==> src/verilog/regfile_defs.svh <==
// ------------------------------------------------
// Register map constants for the PHY config block.
// Widths, addresses, field positions and reset
// values; include wherever these are needed.
// ------------------------------------------------
`ifndef REGFILE_DEFS_SVH
`define REGFILE_DEFS_SVH

// Bus and field widths
`define REGFILE_ADDR_W      21
`define REGFILE_DATA_W      16
`define PHY_ADDR_W          5
`define PKT_LEN_SEL_W       2
`define IDLE_LEN_W          16
`define MDIO_MEM_ADDR_W     15
`define MDIO_SEL_W          7
`define MDIO_PKT_W          9

// Register addresses
`define ADDR_PHY_ADDR       21'h0
`define ADDR_PHY_MODE       21'h1
`define ADDR_PKT_CTRL       21'h2
`define ADDR_IDLE_LEN       21'h3
`define ADDR_MDIO_ADDR      21'h4
`define ADDR_MDIO_SEL       21'h5
`define ADDR_MDIO_DATA      21'h6
`define ADDR_MDIO_CMD       21'h7

// PHY address group at 0x0
`define LEGAL_ADDR_MSB      14
`define LEGAL_ADDR_LSB      10
`define ADDR_MASK_MSB       9
`define ADDR_MASK_LSB       5
`define BCAST_ADDR_MSB      4
`define BCAST_ADDR_LSB      0

// Mode bits at 0x1
`define MODE_BCAST_BIT      4
`define MODE_NZD_BIT        3
`define MODE_OD_BIT         2
`define MODE_WDOG_BIT       1
`define MODE_SYNC_BIT       0

// Packet control at 0x2
`define PKT_SELF_TEST_BIT   6
`define PKT_LEN_MSB         5
`define PKT_LEN_LSB         4
`define PKT_CAP_MODE_BIT    3
`define PKT_CAP_START_BIT   2
`define PKT_CAP_AGAIN_BIT   1
`define PKT_PATH96_BIT      0
`define MDIO_READ_BIT       0

// Reset values, the rest clear to zero
`define RST_PHY_ADDR        5'h1f
`define RST_BCAST_MODE      1'b1
`define RST_OPENDRAIN       1'b1
`define RST_PATH96          1'b1
`define RST_IDLE_LEN        16'h7fff

`endif

==> src/verilog/apb_bus_pkg.sv <==
// ------------------------------------------------
// Bus side types for the APB slave port.
// Address, data word and the classified access.
// ------------------------------------------------
`default_nettype none

`include "regfile_defs.svh"

package apb_bus_pkg;

    typedef logic [`REGFILE_ADDR_W-1:0] bus_addr_t;
    typedef logic [`REGFILE_DATA_W-1:0] bus_data_t;

    // Access as seen in the access phase
    typedef enum logic [1:0] {
        OP_IDLE  = 2'd0,
        OP_READ  = 2'd1,
        OP_WRITE = 2'd2
    } apb_op_e;

endpackage

`default_nettype wire

==> src/verilog/regfile_map_pkg.sv <==
// ------------------------------------------------
// Register map types: the register index and the
// field types shared by storage and readback.
// ------------------------------------------------
`default_nettype none

`include "regfile_defs.svh"

package regfile_map_pkg;

    typedef enum logic [3:0] {
        REG_PHY_ADDR  = 4'd0,
        REG_PHY_MODE  = 4'd1,
        REG_PKT_CTRL  = 4'd2,
        REG_IDLE_LEN  = 4'd3,
        REG_MDIO_ADDR = 4'd4,
        REG_MDIO_SEL  = 4'd5,
        REG_MDIO_DATA = 4'd6,
        REG_MDIO_CMD  = 4'd7,
        REG_NONE      = 4'd15
    } reg_index_e;

    typedef logic [`PHY_ADDR_W-1:0]      phy_addr_t;
    typedef logic [`PKT_LEN_SEL_W-1:0]   pkt_len_t;
    typedef logic [`IDLE_LEN_W-1:0]      idle_len_t;
    typedef logic [`MDIO_MEM_ADDR_W-1:0] mdio_addr_t;
    typedef logic [`MDIO_SEL_W-1:0]      mdio_sel_t;
    typedef logic [`MDIO_PKT_W-1:0]      mdio_pkt_t;

endpackage

`default_nettype wire

==> src/verilog/reg_values_if.sv <==
// ------------------------------------------------
// Current register values, driven by storage and
// read by readback and the top level outputs.
// ------------------------------------------------
`timescale 1ns/1ps
`default_nettype none

interface reg_values_if;

    regfile_map_pkg::phy_addr_t  legal_phy_addr;
    regfile_map_pkg::phy_addr_t  legal_phy_addr_mask;
    regfile_map_pkg::phy_addr_t  broadcast_addr;
    logic                        broadcast_mode;
    logic                        non_zero_detect;
    logic                        opendrain_mode;
    logic                        watchdog_enable;
    logic                        sync_select;
    logic                        self_test_mode;
    regfile_map_pkg::pkt_len_t   pkt_data_length;
    logic                        capture_mode;
    logic                        capture_start;
    logic                        capture_again;
    logic                        path96_en;
    regfile_map_pkg::idle_len_t  pkt_idle_length;
    regfile_map_pkg::mdio_addr_t mdio_memory_addr;
    regfile_map_pkg::mdio_sel_t  mdio_data_sel;
    regfile_map_pkg::mdio_pkt_t  mdio_pkt_data;
    logic                        mdio_read_pulse;

    modport storage (
        output legal_phy_addr, legal_phy_addr_mask, broadcast_addr,
        output broadcast_mode, non_zero_detect, opendrain_mode, watchdog_enable, sync_select,
        output self_test_mode, pkt_data_length, capture_mode, capture_start, capture_again,
        output path96_en, pkt_idle_length, mdio_memory_addr, mdio_data_sel, mdio_pkt_data,
        output mdio_read_pulse
    );

    modport readback (
        input legal_phy_addr, legal_phy_addr_mask, broadcast_addr,
        input broadcast_mode, non_zero_detect, opendrain_mode, watchdog_enable, sync_select,
        input self_test_mode, pkt_data_length, capture_mode, capture_start, capture_again,
        input path96_en, pkt_idle_length, mdio_memory_addr, mdio_data_sel, mdio_pkt_data,
        input mdio_read_pulse
    );

    // Device side view of every field
    modport observer (
        input legal_phy_addr, legal_phy_addr_mask, broadcast_addr,
        input broadcast_mode, non_zero_detect, opendrain_mode, watchdog_enable, sync_select,
        input self_test_mode, pkt_data_length, capture_mode, capture_start, capture_again,
        input path96_en, pkt_idle_length, mdio_memory_addr, mdio_data_sel, mdio_pkt_data,
        input mdio_read_pulse
    );

endinterface

`default_nettype wire

==> src/verilog/regfile_decode.sv <==
// ------------------------------------------------
// APB access decode. Classifies the bus phase into
// an operation and maps the address to a register.
// Purely combinational.
// ------------------------------------------------
`timescale 1ns/1ps
`default_nettype none

`include "regfile_defs.svh"

module regfile_decode (
    input  apb_bus_pkg::bus_addr_t       req_paddr,
    input  logic                         req_psel,
    input  logic                         req_penable,
    input  logic                         req_pwrite,
    output apb_bus_pkg::apb_op_e         op,
    output regfile_map_pkg::reg_index_e  index
);

    // Zero wait states, so the access phase is the whole transfer
    always_comb begin
        if (req_psel && req_penable) begin
            op = req_pwrite ? apb_bus_pkg::OP_WRITE : apb_bus_pkg::OP_READ;
        end else begin
            op = apb_bus_pkg::OP_IDLE;
        end
    end

    // Full address compare, no aliasing
    always_comb begin
        case (req_paddr)
            `ADDR_PHY_ADDR:  index = regfile_map_pkg::REG_PHY_ADDR;
            `ADDR_PHY_MODE:  index = regfile_map_pkg::REG_PHY_MODE;
            `ADDR_PKT_CTRL:  index = regfile_map_pkg::REG_PKT_CTRL;
            `ADDR_IDLE_LEN:  index = regfile_map_pkg::REG_IDLE_LEN;
            `ADDR_MDIO_ADDR: index = regfile_map_pkg::REG_MDIO_ADDR;
            `ADDR_MDIO_SEL:  index = regfile_map_pkg::REG_MDIO_SEL;
            `ADDR_MDIO_DATA: index = regfile_map_pkg::REG_MDIO_DATA;
            `ADDR_MDIO_CMD:  index = regfile_map_pkg::REG_MDIO_CMD;
            default:         index = regfile_map_pkg::REG_NONE;
        endcase
    end

endmodule

`default_nettype wire

==> src/verilog/regfile_readback.sv <==
// ------------------------------------------------
// Read data mux. Packs the addressed register into
// the bus word with zero fill; returns zero when
// there is no read access.
// ------------------------------------------------
`timescale 1ns/1ps
`default_nettype none

`include "regfile_defs.svh"

module regfile_readback (
    input  apb_bus_pkg::apb_op_e        op,
    input  regfile_map_pkg::reg_index_e index,
    reg_values_if.readback              vals,
    output apb_bus_pkg::bus_data_t      req_prdata
);

    always_comb begin
        req_prdata = '0;
        if (op == apb_bus_pkg::OP_READ) begin
            case (index)
                regfile_map_pkg::REG_PHY_ADDR: begin
                    req_prdata[`LEGAL_ADDR_MSB:`LEGAL_ADDR_LSB] = vals.legal_phy_addr;
                    req_prdata[`ADDR_MASK_MSB:`ADDR_MASK_LSB]   = vals.legal_phy_addr_mask;
                    req_prdata[`BCAST_ADDR_MSB:`BCAST_ADDR_LSB] = vals.broadcast_addr;
                end
                regfile_map_pkg::REG_PHY_MODE: begin
                    req_prdata[`MODE_BCAST_BIT] = vals.broadcast_mode;
                    req_prdata[`MODE_NZD_BIT]   = vals.non_zero_detect;
                    req_prdata[`MODE_OD_BIT]    = vals.opendrain_mode;
                    req_prdata[`MODE_WDOG_BIT]  = vals.watchdog_enable;
                    req_prdata[`MODE_SYNC_BIT]  = vals.sync_select;
                end
                // Capture strobes read back as zero
                regfile_map_pkg::REG_PKT_CTRL: begin
                    req_prdata[`PKT_SELF_TEST_BIT]         = vals.self_test_mode;
                    req_prdata[`PKT_LEN_MSB:`PKT_LEN_LSB] = vals.pkt_data_length;
                    req_prdata[`PKT_CAP_MODE_BIT]          = vals.capture_mode;
                    req_prdata[`PKT_PATH96_BIT]            = vals.path96_en;
                end
                regfile_map_pkg::REG_IDLE_LEN: begin
                    req_prdata = vals.pkt_idle_length;
                end
                regfile_map_pkg::REG_MDIO_ADDR: begin
                    req_prdata[`MDIO_MEM_ADDR_W-1:0] = vals.mdio_memory_addr;
                end
                regfile_map_pkg::REG_MDIO_SEL: begin
                    req_prdata[`MDIO_SEL_W-1:0] = vals.mdio_data_sel;
                end
                regfile_map_pkg::REG_MDIO_DATA: begin
                    req_prdata[`MDIO_PKT_W-1:0] = vals.mdio_pkt_data;
                end
                // 0x7 is write-only, unmapped reads give zero
                default: req_prdata = '0;
            endcase
        end
    end

endmodule

`default_nettype wire

==> src/verilog/regfile_storage.sv <==
// ------------------------------------------------
// Register storage. Bus writes load the indexed
// register, strobes clear themselves one cycle
// later, and the MDIO packet data is captured
// from the device side only.
// ------------------------------------------------
`timescale 1ns/1ps
`default_nettype none

`include "regfile_defs.svh"

module regfile_storage (
    input  logic                        clk,
    input  logic                        reset,
    input  apb_bus_pkg::apb_op_e        op,
    input  regfile_map_pkg::reg_index_e index,
    input  apb_bus_pkg::bus_data_t      wdata,
    input  regfile_map_pkg::mdio_pkt_t  rf_mdio_pkt_data,
    input  logic                        rf_mdio_pkt_data_we,
    reg_values_if.storage               vals
);

    logic bus_we;

    assign bus_we = (op == apb_bus_pkg::OP_WRITE);

    // ----------------------------------------------
    // Read-write fields
    // ----------------------------------------------
    always_ff @(posedge clk) begin
        if (reset) begin
            vals.legal_phy_addr      <= `RST_PHY_ADDR;
            vals.legal_phy_addr_mask <= `RST_PHY_ADDR;
            vals.broadcast_addr      <= `RST_PHY_ADDR;
            vals.broadcast_mode      <= `RST_BCAST_MODE;
            vals.non_zero_detect     <= 1'b0;
            vals.opendrain_mode      <= `RST_OPENDRAIN;
            vals.watchdog_enable     <= 1'b0;
            vals.sync_select         <= 1'b0;
            vals.self_test_mode      <= 1'b0;
            vals.pkt_data_length     <= '0;
            vals.capture_mode        <= 1'b0;
            vals.path96_en           <= `RST_PATH96;
            vals.pkt_idle_length     <= `RST_IDLE_LEN;
            vals.mdio_memory_addr    <= '0;
            vals.mdio_data_sel       <= '0;
        end else if (bus_we) begin
            case (index)
                regfile_map_pkg::REG_PHY_ADDR: begin
                    vals.legal_phy_addr      <= wdata[`LEGAL_ADDR_MSB:`LEGAL_ADDR_LSB];
                    vals.legal_phy_addr_mask <= wdata[`ADDR_MASK_MSB:`ADDR_MASK_LSB];
                    vals.broadcast_addr      <= wdata[`BCAST_ADDR_MSB:`BCAST_ADDR_LSB];
                end
                regfile_map_pkg::REG_PHY_MODE: begin
                    vals.broadcast_mode  <= wdata[`MODE_BCAST_BIT];
                    vals.non_zero_detect <= wdata[`MODE_NZD_BIT];
                    vals.opendrain_mode  <= wdata[`MODE_OD_BIT];
                    vals.watchdog_enable <= wdata[`MODE_WDOG_BIT];
                    vals.sync_select     <= wdata[`MODE_SYNC_BIT];
                end
                regfile_map_pkg::REG_PKT_CTRL: begin
                    vals.self_test_mode  <= wdata[`PKT_SELF_TEST_BIT];
                    vals.pkt_data_length <= wdata[`PKT_LEN_MSB:`PKT_LEN_LSB];
                    vals.capture_mode    <= wdata[`PKT_CAP_MODE_BIT];
                    vals.path96_en       <= wdata[`PKT_PATH96_BIT];
                end
                regfile_map_pkg::REG_IDLE_LEN:  vals.pkt_idle_length <= wdata;
                regfile_map_pkg::REG_MDIO_ADDR: begin
                    vals.mdio_memory_addr <= wdata[`MDIO_MEM_ADDR_W-1:0];
                end
                regfile_map_pkg::REG_MDIO_SEL:  vals.mdio_data_sel <= wdata[`MDIO_SEL_W-1:0];
                default: ;
            endcase
        end
    end

    // ----------------------------------------------
    // Self-clearing strobes, high for one cycle
    // ----------------------------------------------
    always_ff @(posedge clk) begin
        if (reset) begin
            vals.capture_start   <= 1'b0;
            vals.capture_again   <= 1'b0;
            vals.mdio_read_pulse <= 1'b0;
        end else begin
            vals.capture_start   <= bus_we && (index == regfile_map_pkg::REG_PKT_CTRL)
                                    && wdata[`PKT_CAP_START_BIT];
            vals.capture_again   <= bus_we && (index == regfile_map_pkg::REG_PKT_CTRL)
                                    && wdata[`PKT_CAP_AGAIN_BIT];
            vals.mdio_read_pulse <= bus_we && (index == regfile_map_pkg::REG_MDIO_CMD)
                                    && wdata[`MDIO_READ_BIT];
        end
    end

    // Device capture, bus writes to 0x6 are ignored
    always_ff @(posedge clk) begin
        if (reset) begin
            vals.mdio_pkt_data <= '0;
        end else if (rf_mdio_pkt_data_we) begin
            vals.mdio_pkt_data <= rf_mdio_pkt_data;
        end
    end

endmodule

`default_nettype wire

==> src/verilog/top_regfile.sv <==
// ------------------------------------------------
// Config register file top. APB slave port on one
// side, register fields as plain outputs on the
// other. Zero wait states.
// ------------------------------------------------
`timescale 1ns/1ps
`default_nettype none

module top_regfile (
    input  logic                        clk,
    input  logic                        reset,
    input  apb_bus_pkg::bus_addr_t      req_paddr,
    input  logic                        req_pwrite,
    input  logic                        req_psel,
    input  logic                        req_penable,
    input  apb_bus_pkg::bus_data_t      req_pwdata,
    output apb_bus_pkg::bus_data_t      req_prdata,
    output regfile_map_pkg::phy_addr_t  legal_phy_addr,
    output regfile_map_pkg::phy_addr_t  legal_phy_addr_mask,
    output regfile_map_pkg::phy_addr_t  broadcast_addr,
    output logic                        broadcast_mode,
    output logic                        non_zero_detect,
    output logic                        opendrain_mode,
    output logic                        watchdog_enable,
    output logic                        sync_select,
    output logic                        rf_self_test_mode,
    output logic                        rf_capture_mode,
    output logic                        rf_capture_start,
    output logic                        rf_capture_again,
    output logic                        rf_96path_en,
    output regfile_map_pkg::pkt_len_t   rf_pkt_data_length,
    output regfile_map_pkg::idle_len_t  rf_pkt_idle_length,
    output logic                        rf_mdio_read_pulse,
    output regfile_map_pkg::mdio_sel_t  rf_mdio_data_sel,
    output regfile_map_pkg::mdio_addr_t rf_mdio_memory_addr,
    input  regfile_map_pkg::mdio_pkt_t  rf_mdio_pkt_data,
    input  logic                        rf_mdio_pkt_data_we
);

    apb_bus_pkg::apb_op_e        op;
    regfile_map_pkg::reg_index_e index;

    reg_values_if vals ();

    regfile_decode u_decode (
        .req_paddr   (req_paddr),
        .req_psel    (req_psel),
        .req_penable (req_penable),
        .req_pwrite  (req_pwrite),
        .op          (op),
        .index       (index)
    );

    regfile_storage u_storage (
        .clk                 (clk),
        .reset               (reset),
        .op                  (op),
        .index               (index),
        .wdata               (req_pwdata),
        .rf_mdio_pkt_data    (rf_mdio_pkt_data),
        .rf_mdio_pkt_data_we (rf_mdio_pkt_data_we),
        .vals                (vals.storage)
    );

    regfile_readback u_readback (
        .op         (op),
        .index      (index),
        .vals       (vals.readback),
        .req_prdata (req_prdata)
    );

    // Device side outputs
    assign legal_phy_addr      = vals.legal_phy_addr;
    assign legal_phy_addr_mask = vals.legal_phy_addr_mask;
    assign broadcast_addr      = vals.broadcast_addr;
    assign broadcast_mode      = vals.broadcast_mode;
    assign non_zero_detect     = vals.non_zero_detect;
    assign opendrain_mode      = vals.opendrain_mode;
    assign watchdog_enable     = vals.watchdog_enable;
    assign sync_select         = vals.sync_select;
    assign rf_self_test_mode   = vals.self_test_mode;
    assign rf_capture_mode     = vals.capture_mode;
    assign rf_capture_start    = vals.capture_start;
    assign rf_capture_again    = vals.capture_again;
    assign rf_96path_en        = vals.path96_en;
    assign rf_pkt_data_length  = vals.pkt_data_length;
    assign rf_pkt_idle_length  = vals.pkt_idle_length;
    assign rf_mdio_read_pulse  = vals.mdio_read_pulse;
    assign rf_mdio_data_sel    = vals.mdio_data_sel;
    assign rf_mdio_memory_addr = vals.mdio_memory_addr;

endmodule

`default_nettype wire
==> config.mk <==
export PLATFORM = sky130hd
export DESIGN_NAME = top_regfile
export DESIGN_NICKNAME = d
export VERILOG_FILES = /design/src/verilog/apb_bus_pkg.sv /design/src/verilog/regfile_map_pkg.sv /design/src/verilog/reg_values_if.sv /design/src/verilog/regfile_decode.sv /design/src/verilog/regfile_readback.sv /design/src/verilog/regfile_storage.sv /design/src/verilog/top_regfile.sv
export VERILOG_INCLUDE_DIRS = /design/src /design/src/verilog
export SDC_FILE = /design/constraint.sdc
export NUM_CORES = 1
export LEC_CHECK = 0
export ABC_AREA = 1
export CAP_MARGIN = 5
export CORE_ASPECT_RATIO = 0.75
export CORE_UTILIZATION = 35
export CTS_CLUSTER_SIZE = 14
export DETAILED_ROUTE_END_ITERATION = 8
export DONT_BUFFER_PORTS = 1
export GPL_ROUTABILITY_DRIVEN = 0
export SKIP_LAST_GASP = 1
export SYNTH_ARGS = -nofsm -noshare
export SYNTH_HDL_FRONTEND = slang
export SYNTH_SLANG_ARGS = --single-unit
==> constraint.sdc <==
create_clock -name clk -period 1.9 [get_ports clk]
set_input_delay 0.38 -clock clk [delete_from_list [all_inputs] [get_ports clk]]
set_output_delay 0.38 -clock clk [all_outputs]
set_load 0.01 [all_outputs]
==> results.json, run 1 <==
{
  "status": "finished, violations left",
  "failed_checks": "negative setup slack",
  "final_hold_viol_count": 0,
  "clock_skew_ns": 0,
  "reg2reg_slack_ns": 1.10,
  "p_per_area_mw_per_mm2": 709,
  "insertedDiodeCount": 0,
  "holdPathEnd": "u_storage.vals.capture_again",
  "wl_per_cell_um": 17.3,
  "cts_tree": "built",
  "worstHoldStart": "reset",
  "synth.avg_cell_area_um2": 6.81,
  "p_sw_share_pct": 21.8,
  "syn_area_mm2": 0.00368,
  "start_util_pct": 35.9,
  "die_area_mm2": 0.0109,
  "yosysSeqAreaShare_pct": 40.7,
  "die_x_um": 120,
  "r2r_cells": 4,
  "fin_ws_ns": -0.259,
  "comb_power_share_pct": 3.3,
  "drive_gt1_share_pct": 22.1,
  "power.internal_mw": 2.61,
  "whs_ns": 0.115,
  "fin_crit_sh_pct": 114,
  "num_rows": 32,
  "clk_path_buf_depth": 2,
  "ir_drop_uv": 383,
  "worstMarginPinSlew_ns": 0.347,
  "first_global_vias": 3514,
  "htree_levels": 3,
  "slew_viol_final": 0,
  "numPortBuffers": 0,
  "grt_overflow": 0,
  "drtAntennaViolNets": 0,
  "vias": 3731,
  "grt_first_pass_wirelength_um": 19300,
  "ys_warn_count": 0,
  "antenna_found_initial": 0,
  "root_buffer": "clkbuf_16",
  "syn_nets": 593,
  "wirelength_um": 12300,
  "cts.sinks": 75,
  "critPathMaxFanout": 7,
  "rr_startpoint": "u_storage.vals.mdio_memory_addr[12]",
  "insertion_delay_ns": 0.33,
  "fill_cells": 1034,
  "r2r-end": "u_storage.vals.mdio_memory_addr[12]",
  "max_freq_ghz": 0.463,
  "finalPower_mw": 3.33,
  "first_pass_iters": 4,
  "io_pins": 134,
  "rsz0062_at_grt": "yes",
  "dr.first_iter.drc_count": 258,
  "path_clk_slew_ns": 0.05,
  "grt_max_degree": 61,
  "nNetsFinal": 623,
  "coreArea_mm2": 0.0102,
  "grtUsageTotal_pct": 23.2,
  "critical_path_required_ns": 1.52,
  "min_path_type": "primary input to register",
  "finalSetupViolCount": 16,
  "drc_errors": 0,
  "maxCapViolCount": 0,
  "hold_depth": 1,
  "switchingPower_mw": 0.724,
  "synth_cell_types": 32,
  "p_leak_nw": 2.25,
  "cp_data_arrival_time_ns": 1.78,
  "numCtsBuffers": 9,
  "syn_to_final_growth_pct": 27.4,
  "relSlewSlack_pct": 76.8,
  "seq_power_share_pct": 47.9,
  "dp_slack_ns": -0.262,
  "pwr-share-clk_pct": 48.8,
  "layout_min_cycle_time_ns": 2.16,
  "hpwl_um": 9140,
  "viasPerCell": 5.25,
  "die_h_um": 90.9,
  "worstSetupEndpointType": "output port",
  "startpoint_type": "primary input",
  "yosys_register_bits": 75,
  "synthCells": 541,
  "path_class": "primary input to output port"
}
[power by group through the flow]
stage / Combinational [mW] / Clock [mW] / Sequential (mW)
after floorplan: 0.0908 / 0 / 1.62
after global placement: 0.103 / 0 / 1.63
after detailed placement: 0.104 / 0 / 1.63
after CTS: 0.106 / 1.65 / 1.59
after global routing: 0.123 / 1.73 / 1.59
final: 0.109 / 1.63 / 1.60
[cells in the mapped netlist, drive strengths merged]
master	instances	area, µm²
nand2	133	519
nor2	79	369
dfxtp	75	1500
nand3	58	303
inv	57	214
o21ai	32	160
a21oi	28	144
nand4	27	175
buf	15	97.6
clkbuf	15	57.6
o211ai	9	67.6
clkinv	4	16.3
nor3	4	20.0
a31oi	1	6.26
and2	1	6.26
nor4	1	6.26
o2111ai	1	15.0
or2	1	6.26
[layout by cell type, fill, tap and decap left out, types with 20 or more instances in the layout]
master	synthesis	routed
nand2_1	129	116
inv_1	57	51
nand4_1	26	26
nor2_1	71	61
buf_4	2	35
o21ai_0	30	29
dfxtp_1	75	75
nand3_1	57	48
a21oi_1	27	20
[worst max-delay path by stage]
stage                       start            end  slack [ns]  cells after the start
floorplan           req_paddr[12]  req_prdata[2]       -0.10                      9
global placement     req_paddr[6]  req_prdata[8]       -0.25                      9
detailed placement   req_paddr[6]  req_prdata[8]       -0.26                      9
CTS                 req_paddr[12]  req_prdata[1]       -0.21                      9
global route         req_paddr[6]  req_prdata[9]       -0.35                     12
finish               req_paddr[6]  req_prdata[9]       -0.26                     12
[layout make-up]
class	count	area, µm²	area share, %
sequential	75	1500	32.0
clock inverter	1	7.51	0.160
inverter	61	230	4.90
multi-input combinational	375	2030	43.2
clock buffer	14	274	5.84
tap	136	170	3.62
timing repair buffer	49	482	10.3
[state kept, by name (all words and copies together) (netlist names), 2 cells and up]
| register | flops |
|---|---|
| u_storage.vals.mdio_memory_addr | 15 |
| u_storage.vals.pkt_data_length | 2 |
| u_storage.vals.legal_phy_addr_mask | 5 |
| u_storage.vals.pkt_idle_length | 16 |
| u_storage.vals.broadcast_addr | 5 |
| u_storage.vals.mdio_pkt_data | 9 |
| u_storage.vals.legal_phy_addr | 5 |
| u_storage.vals.mdio_data_sel | 7 |
[critical path, cell delays in order]
cell and delay, ns:
nor2_2 0.09, nand2_1 0.09, nor2_4 0.21, nand3_4 0.18, nor2_8 0.18, nand2_4 0.10
nor2_8 0.13, buf_12 0.16, nand2_4 0.05, nand3_2 0.08, nand2_2 0.07, inv_2 0.07
[cell families after synthesis]
kind of cell / after synthesis / share of synthesized area, %
buffers and inverters: 91 / 10.5
AOI/OAI and AO/OA: 71 / 10.7
DFF: 75 / 40.7
and+or+nand+nor: 304 / 38.1
[per-stage QoR]
stage	TNS, ns	utilization, %	area, µm²	cells
after floorplan	-1.08	-	3740	541
after global placement	-7.24	40.7	4170	692
after detailed placement	-8.87	40.7	4170	692
after CTS	-2.76	44.9	4600	709
after global routing	-5.70	45.8	4690	711
final	-3.39	45.8	4690	711
[routing by layer]
layer | vias to the layer above | share of wire, % | global-route usage (%) | wire length (µm)
met2 | 161 | 43 | 33.9 | 5310
met1 | 1722 | 44 | 31.1 | 5380
li1 | 1822 | - | - | -
met4 | 0 | 2.1 | 8.13 | 260
met5 | - | 0 | 0 | 0
met3 | 26 | 11 | 8.33 | 1320
[timing repair]
item                       CTS  global route
hold endpoints to repair     0             0
resized for setup           31            20
pin swaps                    5            17
setup endpoints to repair   16            16
buffers inserted             2             2
hold buffers                 0             0
(Power assumes the default switching activity.)
==> run 2, diff against run 1 <==
Settings changed: PLACE_DENSITY set to 0.63.
==> run 2 against run 1 <==
Against the previous run:
- the flow still finishes with violations (negative setup slack)
- first-iteration DRC count down 8.1%
- worst hold slack better by 0.0038 ns
- wire length down 1.4%
- via count down 0.32%
- clock power up 22%
- sequential cell count unchanged
- die area unchanged
- count of clock-buffer cells in the layout down 4
- sequential share of layout area up 0.085 points
- combinational power about the same
- non-clock buffer count down 4
- utilization down 0.12 points
- critical endpoint is now req_prdata[3]
==> results.json, run 2 (synthesis gave the netlist of run 1 again) <==
{
  "start_util_pct": 35.9,
  "drc_errors": 0,
  "finalInstanceArea_mm2": 0.00468,
  "p_leak_nw": 2.25,
  "vias": 3719,
  "critPathMaxFanout": 7,
  "relSlewSlack_pct": 75.9,
  "final_cells": 708,
  "hpwl_um": 9050,
  "io_pins": 134,
  "layout_common_cells": "118 x nand2_1, 75 x dfxtp_1, 64 x nor2_1, 51 x inv_1, 49 x nand3_1",
  "coreArea_mm2": 0.0102,
  "min_path_type": "primary input to register",
  "grtUsageTotal_pct": 22.3,
  "finalSetupViolCount": 16,
  "fin_crit_sh_pct": 112,
  "worstMarginPinSlew_ns": 0.360,
  "cp_data_arrival_time_ns": 1.75,
  "startpoint_type": "primary input",
  "clk_path_buf_depth": 2,
  "dr.first_iter.drc_count": 237,
  "top_register": "u_storage.vals.pkt_idle_length",
  "die_x_um": 120,
  "path_class": "primary input to output port",
  "critical_path_required_ns": 1.52,
  "drtAntennaViolNets": 0,
  "wl_per_cell_um": 17.1,
  "maxCapViolCount": 0,
  "p_per_area_mw_per_mm2": 789,
  "layout_min_cycle_time_ns": 2.13,
  "worstSetupEndpointType": "output port",
  "fin_ws_ns": -0.229,
  "syn_to_final_growth_pct": 27.1,
  "first_global_vias": 3526,
  "max_freq_ghz": 0.470,
  "layout_commonest_cell": "nand2_1",
  "num_rows": 32,
  "antenna_found_initial": 0,
  "dp_slack_ns": -0.274,
  "htree_levels": 3,
  "wirelength_um": 12100,
  "first_pass_iters": 6,
  "cts.sinks": 75,
  "rsz0062_at_grt": "yes",
  "final_hold_viol_count": 0,
  "drive_gt1_share_pct": 21.2,
  "slew_viol_final": 0,
  "placed_area_mm2": 0.00411,
  "grt_first_pass_wirelength_um": 18700,
  "insertion_delay_ns": 0.33,
  "grt_max_degree": 56,
  "ir_drop_uv": 489,
  "clock_skew_ns": 0,
  "failed_checks": "negative setup slack",
  "insertedDiodeCount": 0,
  "die_area_mm2": 0.0109,
  "root_buffer": "clkbuf_16",
  "viasPerCell": 5.25,
  "final_core_util_pct": 45.7,
  "die_h_um": 90.9,
  "path_clk_slew_ns": 0.06,
  "numPortBuffers": 0,
  "largest_reg_flops": 16,
  "cts_hold_buf": 0,
  "reg_top3": "u_storage.vals.pkt_idle_length: 16 flops, u_storage.vals.mdio_memory_addr: 15 flops, u_storage.vals.mdio_pkt_data: 9 flops",
  "status": "finished, violations left",
  "dp.cells": 688,
  "nNetsFinal": 619,
  "numCtsBuffers": 9,
  "grt_overflow": 0,
  "cts_tree": "built"
}
run 2: cell types whose count changed in the layout (fill, tap and decap cells not counted), moves of 2 or more:
cell       previous run  this run
bufinv_16             0         3
nor2_1               61        64
nand2_1             116       118
o21ai_0              29        27
clkinv_4              0         2
buf_6                 7        10
nor2_2                9         4
buf_12                7         4
clkbuf_8              3         1
nor2_4                7         9
nand2_4               9         7
clkbuf_1              2         0
buf_4                35        31
run 2: repair_timing:
| item | in CTS | in global routing |
|---|---|---|
| pin swaps | 8 | 16 |
| endpoints found under the setup margin | 16 | 19 |
| resized for setup | 26 | 25 |
| setup buffers | 1 | 3 |
run 2: power by group:
group	switching (mW)	internal (mW)	leakage, nW
Combinational	0.0755	0.0339	1.47
Sequential	0.00739	1.59	0.608
Clock	0.669	1.32	0.173
Total	0.752	2.94	2.25
run 2: metrics by stage:
stage	setup TNS [ns]	power, mW	hold slack (ns)
2_1_floorplan	-1.08	1.72	0.429
3_3_place_gp	-4.94	1.73	0.443
3_5_place_dp	-6.36	1.73	0.457
4_1_cts	-3.22	3.72	0.101
5_1_grt	-4.54	3.79	0.111
6_report	-3.14	3.69	0.119
run 2: critical path: stages:
cell,delay [ns]
or2_4,0.23
nor2_4,0.16
nand3_4,0.17
nor2_4,0.20
buf_6,0.15
nand3_1,0.09
nand2_1,0.07
nor2_1,0.06
a21oi_2,0.23
run 2: final cells by class:
| class | instances | area [µm²] |
|---|---|---|
| clock inverters | 6 | 113 |
| flip-flops and latches | 75 | 1500 |
| fillers | 1039 | 5570 |
| multi-input cells | 375 | 2000 |
| repair buffers | 45 | 425 |
| well taps | 136 | 170 |
| clock buffers | 10 | 239 |
| inverters | 61 | 236 |
run 2: final timing paths:
check                                     start                            endpoint  slack (ns)  depth (start not counted)
min reg2reg     u_storage.vals.mdio_pkt_data[8]     u_storage.vals.mdio_pkt_data[8]        0.47                          2
max reg2reg  u_storage.vals.mdio_memory_addr[4]  u_storage.vals.mdio_memory_addr[4]        1.13                          4
min                                       reset        u_storage.vals.capture_again        0.12                          1
max                               req_paddr[12]                       req_prdata[3]       -0.23                          9
run 2: metal layers:
layer / vias up / global-route usage, % / part of all wire [%]
met2: 157 / 33.5 / 43
met3: 22 / 10.2 / 12
li1: 1814 / - / -
met4: 0 / 7.51 / 1.6
met5: - / 0 / 0
met1: 1726 / 28.0 / 43
